[src/hdl/clkgen_pkg.sv]
// Divider channel types, PWM modes, meter states and register map of the clock generator
package clkgen_pkg;

  localparam int NUM_CH   = 4;   // Channels in the bank
  localparam int CNT_W    = 8;   // Free-running counter per channel
  localparam int TAP_W    = 3;   // Picks one of the CNT_W counter bits
  localparam int GATE_W   = 16;  // Gate length and edge count
  localparam int CH_IDX_W = $clog2(NUM_CH);

  // How many low counter bits the PWM compare uses
  typedef enum logic [1:0] {
    PWM_OFF = 2'd0,  // Output held low
    PWM_2B  = 2'd1,  // Counter bits 1:0 against duty bits 1:0
    PWM_3B  = 2'd2,
    PWM_8B  = 2'd3   // Whole counter
  } pwm_mode_e;

  // Per-channel configuration, 14 bits
  typedef struct packed {
    logic             enable;    // Counter runs while set
    pwm_mode_e        pwm_mode;
    logic [TAP_W-1:0] tap;       // Counter bit driven onto div_out
    logic [CNT_W-1:0] duty;
  } ch_cfg_t;

  typedef enum logic [1:0] {
    M_IDLE,
    M_RUN,   // Gate window open
    M_DONE   // Counts valid until the next start
  } meter_state_e;

  // Byte addresses on the register port
  localparam logic [7:0] ADDR_CH_CFG = 8'h00;  // Channel n at +4n
  localparam logic [7:0] ADDR_GATE   = 8'h20;
  localparam logic [7:0] ADDR_START  = 8'h24;  // Bit 0 starts a gate window
  localparam logic [7:0] ADDR_STATUS = 8'h28;  // Bit 0 busy, bit 1 done
  localparam logic [7:0] ADDR_COUNT  = 8'h30;  // Channel n at +4n, read only

endpackage

[src/hdl/axil_pkg.sv]
// AXI4-Lite request and response bundles and response codes
package axil_pkg;

  localparam int AXIL_AW = 8;           // Byte address width
  localparam int AXIL_DW = 32;
  localparam int AXIL_SW = AXIL_DW / 8; // One strobe per byte lane

  typedef enum logic [1:0] {
    RESP_OKAY   = 2'b00,
    RESP_SLVERR = 2'b10  // Unmapped address
  } resp_e;

  // Manager to subordinate
  typedef struct packed {
    logic               awvalid;
    logic [AXIL_AW-1:0] awaddr;
    logic               wvalid;
    logic [AXIL_DW-1:0] wdata;
    logic [AXIL_SW-1:0] wstrb;
    logic               bready;
    logic               arvalid;
    logic [AXIL_AW-1:0] araddr;
    logic               rready;
  } axil_req_t;

  // Subordinate to manager
  typedef struct packed {
    logic               awready;
    logic               wready;
    logic               bvalid;
    resp_e              bresp;
    logic               arready;
    logic               rvalid;
    logic [AXIL_DW-1:0] rdata;
    resp_e              rresp;
  } axil_rsp_t;

endpackage

[src/hdl/csr_axil.sv]
// AXI4-Lite register block holding channel configs and meter controls, reading back edge counts
`timescale 1ns/1ps

module csr_axil
  import clkgen_pkg::*;
  import axil_pkg::*;
(
  input  logic              c0clock,
  input  logic              rst_n,
  input  axil_req_t         req,
  output axil_rsp_t         rsp,
  output ch_cfg_t           cfg [NUM_CH],
  output logic [GATE_W-1:0] gate_len,
  output logic              start,     // One-cycle pulse to the meter
  input  logic [GATE_W-1:0] counts [NUM_CH],
  input  logic              busy,
  input  logic              done
);

  logic        aw_rdy;   // Drives awready and wready together
  logic        ar_rdy;
  logic        bvalid;
  logic        rvalid;
  resp_e       bresp;
  resp_e       rresp;
  logic [31:0] rdata;
  logic        wr_fire;  // Address and data taken this cycle
  logic        rd_fire;

  // Address falls in a block of NUM_CH word registers
  function automatic logic in_block(input logic [7:0] addr, input logic [7:0] base);
    return (addr[7:2] >= base[7:2]) && (addr[7:2] < base[7:2] + 6'(NUM_CH));
  endfunction

  function automatic logic [CH_IDX_W-1:0] ch_index(input logic [7:0] addr,
                                                   input logic [7:0] base);
    return CH_IDX_W'(addr[7:2] - base[7:2]);
  endfunction

  // Byte offset within a word is ignored
  function automatic logic addr_mapped(input logic [7:0] addr);
    return in_block(addr, ADDR_CH_CFG) || in_block(addr, ADDR_COUNT) ||
           (addr[7:2] == ADDR_GATE[7:2]) || (addr[7:2] == ADDR_START[7:2]) ||
           (addr[7:2] == ADDR_STATUS[7:2]);
  endfunction

  function automatic logic [31:0] read_word(input logic [7:0] addr);
    logic [31:0] word;
    ch_cfg_t     c;
    word = '0;  // START and unmapped read as zero
    if (in_block(addr, ADDR_CH_CFG)) begin
      c    = cfg[ch_index(addr, ADDR_CH_CFG)];
      word = {16'h0, c.duty, 1'b0, c.tap, 1'b0, c.pwm_mode, c.enable};
    end else if (in_block(addr, ADDR_COUNT)) begin
      word = 32'(counts[ch_index(addr, ADDR_COUNT)]);
    end else if (addr[7:2] == ADDR_GATE[7:2]) begin
      word = 32'(gate_len);
    end else if (addr[7:2] == ADDR_STATUS[7:2]) begin
      word = {30'h0, done, busy};
    end
    return word;
  endfunction

  assign wr_fire = aw_rdy && req.awvalid && req.wvalid;
  assign rd_fire = ar_rdy && req.arvalid;

  // Write channel and register storage
  always_ff @(posedge c0clock or negedge rst_n) begin
    if (!rst_n) begin
      aw_rdy   <= 1'b0;
      bvalid   <= 1'b0;
      bresp    <= RESP_OKAY;
      start    <= 1'b0;
      gate_len <= '0;
      for (int i = 0; i < NUM_CH; i++) begin
        cfg[i] <= '0;  // All outputs low until configured
      end
    end else begin
      aw_rdy <= req.awvalid && req.wvalid && !bvalid && !aw_rdy;  // Single pulse
      start  <= 1'b0;
      if (wr_fire) begin
        bvalid <= 1'b1;
        bresp  <= addr_mapped(req.awaddr) ? RESP_OKAY : RESP_SLVERR;
        if (in_block(req.awaddr, ADDR_CH_CFG)) begin
          if (req.wstrb[0]) begin  // Enable, mode and tap share byte 0
            cfg[ch_index(req.awaddr, ADDR_CH_CFG)].enable   <= req.wdata[0];
            cfg[ch_index(req.awaddr, ADDR_CH_CFG)].pwm_mode <= pwm_mode_e'(req.wdata[2:1]);
            cfg[ch_index(req.awaddr, ADDR_CH_CFG)].tap      <= req.wdata[6:4];
          end
          if (req.wstrb[1]) begin
            cfg[ch_index(req.awaddr, ADDR_CH_CFG)].duty <= req.wdata[15:8];
          end
        end
        if (req.awaddr[7:2] == ADDR_GATE[7:2]) begin
          if (req.wstrb[0]) gate_len[7:0]  <= req.wdata[7:0];   // Low byte
          if (req.wstrb[1]) gate_len[15:8] <= req.wdata[15:8];  // High byte
        end
        if (req.awaddr[7:2] == ADDR_START[7:2] && req.wstrb[0] && req.wdata[0]) begin
          start <= 1'b1;
        end
      end else if (bvalid && req.bready) begin
        bvalid <= 1'b0;
      end
    end
  end

  // Read channel control
  always_ff @(posedge c0clock or negedge rst_n) begin
    if (!rst_n) begin
      ar_rdy <= 1'b0;
      rvalid <= 1'b0;
      rresp  <= RESP_OKAY;
    end else begin
      ar_rdy <= req.arvalid && !rvalid && !ar_rdy;
      if (rd_fire) begin
        rvalid <= 1'b1;
        rresp  <= addr_mapped(req.araddr) ? RESP_OKAY : RESP_SLVERR;
      end else if (rvalid && req.rready) begin
        rvalid <= 1'b0;
      end
    end
  end

  always_ff @(posedge c0clock) begin
    if (rd_fire) rdata <= read_word(req.araddr);  // Held while rvalid waits
  end

  always_comb begin
    rsp.awready = aw_rdy;
    rsp.wready  = aw_rdy;
    rsp.bvalid  = bvalid;
    rsp.bresp   = bresp;
    rsp.arready = ar_rdy;
    rsp.rvalid  = rvalid;
    rsp.rdata   = rdata;
    rsp.rresp   = rresp;
  end

endmodule

[src/hdl/div_pwm_channel.sv]
// One divider channel with free-running counter, tapped divided output and PWM compare
`timescale 1ns/1ps

module div_pwm_channel
  import clkgen_pkg::*;
(
  input  logic    c0clock,
  input  logic    rst_n,
  input  ch_cfg_t cfg,
  input  logic    restart,   // From the meter at a gate start
  output logic    div_out,
  output logic    pwm_out
);

  logic [CNT_W-1:0] cnt;
  logic [CNT_W-1:0] mask;    // Low bits taking part in the compare

  // Counter sits at zero while disabled
  always_ff @(posedge c0clock or negedge rst_n) begin
    if (!rst_n) begin
      cnt <= '0;
    end else if (restart || !cfg.enable) begin
      cnt <= '0;
    end else begin
      cnt <= cnt + 1'b1;  // Wraps freely
    end
  end

  // Bit t toggles every 2**t cycles
  assign div_out = cnt[cfg.tap];

  always_comb begin
    unique case (cfg.pwm_mode)
      PWM_OFF: mask = '0;            // 0 < 0 never holds
      PWM_2B:  mask = CNT_W'(2'b11);
      PWM_3B:  mask = CNT_W'(3'b111);
      default: mask = '1;            // PWM_8B
    endcase
  end

  // Combinational from the counter, so no extra latency
  assign pwm_out = cfg.enable && ((cnt & mask) < (cfg.duty & mask));

endmodule

[src/hdl/edge_meter.sv]
// Gate-window edge meter counting rising edges of every divided output
`timescale 1ns/1ps

module edge_meter
  import clkgen_pkg::*;
(
  input  logic              c0clock,
  input  logic              rst_n,
  input  logic              start,
  input  logic [GATE_W-1:0] gate_len,
  input  logic [NUM_CH-1:0] div_out,
  output logic              restart,   // Clears every channel counter
  output logic [GATE_W-1:0] counts [NUM_CH],
  output logic              busy,
  output logic              done
);

  meter_state_e      state;
  logic [GATE_W-1:0] remain;  // Samples left after this one
  logic [NUM_CH-1:0] prev;    // div_out from the previous sample
  logic [NUM_CH-1:0] rise;

  assign busy = (state == M_RUN);
  assign done = (state == M_DONE);

  // Start only taken outside a window
  assign restart = start && (state != M_RUN);
  assign rise    = div_out & ~prev;

  // First run cycle sees the freshly cleared counters and acts as the
  // reference sample, gate_len sampled cycles follow
  always_ff @(posedge c0clock or negedge rst_n) begin
    if (!rst_n) begin
      state  <= M_IDLE;
      remain <= '0;
      prev   <= '0;
      for (int i = 0; i < NUM_CH; i++) begin
        counts[i] <= '0;
      end
    end else begin
      unique case (state)
        M_IDLE, M_DONE: begin
          if (start) begin
            state  <= M_RUN;
            remain <= gate_len;
            prev   <= '0;  // Channels restart low
            for (int i = 0; i < NUM_CH; i++) begin
              counts[i] <= '0;
            end
          end
        end
        M_RUN: begin
          prev <= div_out;
          for (int i = 0; i < NUM_CH; i++) begin
            if (rise[i] && (counts[i] != '1)) counts[i] <= counts[i] + 1'b1;  // Saturates
          end
          if (remain == '0) state <= M_DONE;
          else remain <= remain - 1'b1;
        end
        default: state <= M_IDLE;
      endcase
    end
  end

endmodule

[src/hdl/clkgen_top.sv]
// Clock generator top with register block, divider channel bank and edge meter
`timescale 1ns/1ps

module clkgen_top
  import clkgen_pkg::*;
  import axil_pkg::*;
(
  input  logic              c0clock,
  input  logic              rst_n,
  input  axil_req_t         req,
  output axil_rsp_t         rsp,
  output logic [NUM_CH-1:0] div_out,
  output logic [NUM_CH-1:0] pwm_out
);

  ch_cfg_t           cfg [NUM_CH];      // Register block to channels
  logic [GATE_W-1:0] gate_len;
  logic              start;
  logic              restart;           // Meter to every channel
  logic [GATE_W-1:0] counts [NUM_CH];   // Meter back to registers
  logic              busy;
  logic              done;

  csr_axil u_csr (
    .c0clock  (c0clock),
    .rst_n    (rst_n),
    .req      (req),
    .rsp      (rsp),
    .cfg      (cfg),
    .gate_len (gate_len),
    .start    (start),
    .counts   (counts),
    .busy     (busy),
    .done     (done)
  );

  // Identical channels, all on c0clock
  for (genvar i = 0; i < NUM_CH; i++) begin : g_ch
    div_pwm_channel u_ch (
      .c0clock (c0clock),
      .rst_n   (rst_n),
      .cfg     (cfg[i]),
      .restart (restart),
      .div_out (div_out[i]),
      .pwm_out (pwm_out[i])
    );
  end

  edge_meter u_meter (
    .c0clock  (c0clock),
    .rst_n    (rst_n),
    .start    (start),
    .gate_len (gate_len),
    .div_out  (div_out),   // Same nets as the top outputs
    .restart  (restart),
    .counts   (counts),
    .busy     (busy),
    .done     (done)
  );

endmodule

[config.mk]
export PLATFORM = sky130hd
export DESIGN_NAME = clkgen_top
export DESIGN_NICKNAME = d
export VERILOG_FILES = /design/src/hdl/clkgen_pkg.sv /design/src/hdl/axil_pkg.sv /design/src/hdl/csr_axil.sv /design/src/hdl/div_pwm_channel.sv /design/src/hdl/edge_meter.sv /design/src/hdl/clkgen_top.sv
export SDC_FILE = /design/constraint.sdc
export NUM_CORES = 1
export LEC_CHECK = 0
export BUFFER_PORTS_ARGS = -buffer_cell sky130_fd_sc_hd__buf_4
export CORE_MARGIN = 3
export CORE_UTILIZATION = 60
export CTS_BUF_LIST = sky130_fd_sc_hd__clkbuf_4
export DETAILED_ROUTE_END_ITERATION = 8
export PLACE_DENSITY = 0.82
export SETUP_SLACK_MARGIN = 0.15
export SLEW_MARGIN = 25
export SYNTH_ARGS = -nofsm -noshare
export SYNTH_HDL_FRONTEND = slang
export SYNTH_SLANG_ARGS = --single-unit
[constraint.sdc]
create_clock -name c0clock -period 3.3 [get_ports c0clock]
set_clock_uncertainty 0.15 [all_clocks]
set_input_delay 0.66 -clock c0clock [delete_from_list [all_inputs] [get_ports c0clock]]
set_output_delay 0.66 -clock c0clock [all_outputs]
set_load 0.03 [all_outputs]
==> flow_metrics.py <==
metrics = {
    "yosys": {
        "synth-main-ff-cell": "dfrtp_1",
        "syn_area_um2": 12100,
        "synth-async-reset-ratio_pct": 92.5,
        "synth_seq_area_share_pct": 44.5,
        "netlist_instances": 1190,
        "synth_area_leaders": "dfrtp_1 (41%), mux2_2 (7.0%), mux4_2 (6.7%), nand2_1 (4.0%), edfxtp_1 (4.0%)",
        "yosysTopAreaCell": "dfrtp_1",
        "syn_avg_cell_area_um2": 10.2,
        "synth_top_area_share_pct": 40.6,
        "yosysUniqueCellTypes": 69,
        "synth_edf_count": 16,
        "ys.warnings.count": 0,
        "ys_ff_latch": 213,
    },
    "drt": {
        "remaining_drc_errors": 0,
        "firstDrtPassIters": 6,
        "drt_iter0_markers": 1587,
        "vias_per_cell": 6.77,
        "wl_per_cell_um": 23.0,
        "ant_nets": 0,
        "wl_um": 36700,
        "num_vias": 10800,
    },
    "status": {
        "violations": "setup timing",
        "status": "finished, violations left",
    },
    "sta": {
        "relSlewSlack_pct": 37.2,
        "rsz0062_at_grt": "yes",
        "worst_pin_slew_ns": 0.942,
        "fin_hold_ws_ns": 0.0732,
        "finalHoldViolCount": 0,
        "setup_ws_ns": -0.113,
        "setup_viol": 4,
        "fmax_ghz": 0.293,
        "fin_crit_sh_pct": 103,
        "drv_slew": 0,
        "layout_min_cycle_time_ns": 3.41,
    },
    "critical_path": {
        "crit_path_start_kind": "register",
        "worstSetupPathType": "reg2out",
        "cp_max_fo": 6,
        "critPathSlowestCell": "dfrtp_2",
        "end_kind": "output port",
        "regToRegStartpoint": "u_csr.cfg[37]",
        "worstPathArrival_ns": 2.60,
        "startpoint": "u_csr.cfg[12]",
        "crit_path_max_incr_delay_ns": 0.42,
        "critPathTopFamily": "buffers and inverters",
        "critPathRequiredTime_ns": 2.49,
        "cp_cell_sequence": "buf_6 > buf_1 > and3_1 > ha_1 > nand2_1 > nand3b_1 > a31oi_1 > buf_4",
        "path_buf_inv": 3,
    },
    "clock_network": {
        "htreeDepth": 2,
        "clock_latency_ns": 0.70,
        "cts_buffers": 55,
        "path_clk_slew_ns": 0.07,
        "clk_path_buf_depth": 3,
        "clock_sinks": 213,
        "cts_tree": "built",
        "cts-root-buf": "clkbuf_4",
    },
    "worst_hold_path": {
        "hold_class": "in2reg",
        "hold_start": "req[18]",
    },
    "flow_run": {
        "cap_viol_max_count": 0,
    },
    "floorplan": {
        "dieWidth_um": 148,
        "start_util_pct": 61.8,
        "die-area_um2": 22000,
        "pin_count": 108,
        "rows": 51,
        "fp.coreArea_um2": 19700,
        "dieHeight_um": 148,
    },
    "placed_design": {
        "io_buffers": 67,
        "hpwlAfterDp_um": 23100,
        "dp_slack_ns": 0.375,
        "place_area_um2": 12800,
        "gp_congestion": 0.952,
    },
    "layout": {
        "final_area_um2": 14100,
        "ff_latch_area_um2": 5420,
        "fillCellCount": 1391,
        "areaGrowthSynthToFinish_pct": 16.4,
        "nets": 1395,
        "multiInputGateArea_um2": 6650,
        "drive_gt1_share_pct": 29.6,
    },
    "grt": {
        "grt_pass1_wl_um": 56400,
        "antenna_found_initial": 1,
        "grt-ovfl-total": 0,
        "grtUsageTotal_pct": 32.5,
        "grt_max_degree": 80,
        "first_global_vias": 10400,
    },
    "pwr": {
        "power_leakage_nw": 6.48,
        "power.density_nw_per_um2": 377,
        "ir_drop_mv": 0.234,
    },
}
## through the flow
stage,utilization [%],std cells,setup TNS (ns),power [W]
after floorplan,-,1207,0,0.00292
after global placement,65.3,1478,0,0.00305
after detailed placement,65.3,1478,0,0.00306
after CTS,71.6,1597,-0.00140,0.00534
after global routing,72.0,1599,-0.318,0.00553
final,72.0,1599,-0.260,0.00534
## worst register-to-register path, cell delays in order (launching register included)
cell     delay, ns
dfrtp_1       0.46
mux4_2        0.53
mux2_2        0.38
a31oi_1       0.55
buf_4         0.28
a21oi_1       0.05
o21ai_0       0.17
## cell type report
| type | instances | share of cell area [%] |
|---|---|---|
| timing repair buffer | 118 | 6.71 |
| inverter | 26 | 0.690 |
| sequential | 213 | 38.3 |
| tap | 265 | 2.34 |
| multi-input combinational | 884 | 47.0 |
| clock inverter | 8 | 0.407 |
| antenna | 1 | 0.0177 |
| clock buffer | 84 | 4.46 |
## power by group
part | total (W) | leakage (nW) | switching [W] | internal (W)
clock | 0.00231 | 0.417 | 0.00109 | 0.00122
combinational | 0.000328 | 3.19 | 0.000219 | 0.000109
sequential | 0.00270 | 2.88 | 0.0000289 | 0.00267
## path summary, 6_finish.rpt
path                                       to  slack (ns)  cells after the start
min in group asynchronous       u_csr.cfg[32]        0.44                      2
setup reg to reg           u_meter.counts[38]        0.60                      6
hold / removal              u_csr.gate_len[3]        0.07                      2
setup / recovery                   pwm_out[3]       -0.11                      8
hold reg to reg                  u_csr.ar_rdy        0.30                      1
max in group asynchronous   u_meter.counts[4]        1.74                      3
## metal layers
layer,global-route usage [%],vias up,part of all wire (%)
li1,-,4597,-
met1,44.4,5217,37
met2,50.3,828,46
met3,7.50,181,12
met4,14.5,0,5.2
met5,0,-,0
## Yosys cell counts, types with 31 or more instances
cell / n
dfrtp_1: 197
nand2_1: 129
nor2_1: 85
mux2_2: 75
nand3_1: 65
o21ai_0: 63
and3_1: 46
clkbuf_1: 40
ha_1: 38
a21oi_1: 37
mux4_2: 36
buf_4: 31
## timing repair
action                                  in CTS  in global routing
resized for setup                           81                 13
endpoints found under the setup margin       7                  7
pin swaps                                   30                  9
hold buffers                                 2                  0
setup buffers                               24                  1
cloned                                       1                  0
endpoints found under the hold margin       78                  0
## sequential cells by signal, summed over array words and instances (netlist names)
name	cells
g_ch.u_ch.cnt	32
u_csr.ar_rdy	1
u_csr.aw_rdy	1
u_csr.bresp	1
u_csr.bvalid	1
u_csr.cfg	56
u_csr.gate_len	16
u_csr.rdata	16
u_csr.rresp	1
u_csr.rvalid	1
u_csr.start	1
u_meter.counts	64
u_meter.prev	4
u_meter.remain	16
u_meter.state	2
## cells in the final DEF, fill, tap and decap left out, types with 13 or more instances in the layout
cell,netlist,routed
a22oi_1,17,17
xor2_1,20,20
and3_1,46,39
a31oi_1,21,21
nor2_1,85,84
buf_4,31,99
nor4_1,16,13
clkbuf_4,0,84
inv_1,26,26
a21oi_1,37,33
mux4_2,36,36
or3_1,15,15
ha_4,0,13
mux2_2,75,75
o21ai_0,63,60
edfxtp_1,16,16
nand2_1,129,119
nor3_1,27,27
ha_1,38,24
dfrtp_1,197,188
conb_1,1,18
nand3_1,65,63
## logic make-up (layout without fill, tap and decap cells)
logic type / after synthesis / after routing / share of synthesized area (%)
flip-flops: 213 / 213 / 44.5
buffers and inverters: 110 / 236 / 4.46
XOR/XNOR: 30 / 30 / 2.16
adder cells (fa/ha/maj): 38 / 38 / 3.91
multiplexers: 117 / 117 / 14.1
AND/OR/NAND/NOR: 444 / 444 / 17.8
AO/OA/AOI/OAI: 237 / 237 / 13.0
other: 1 / 19 / 0.0309
Note: power is estimated with default switching activity, not from simulation.
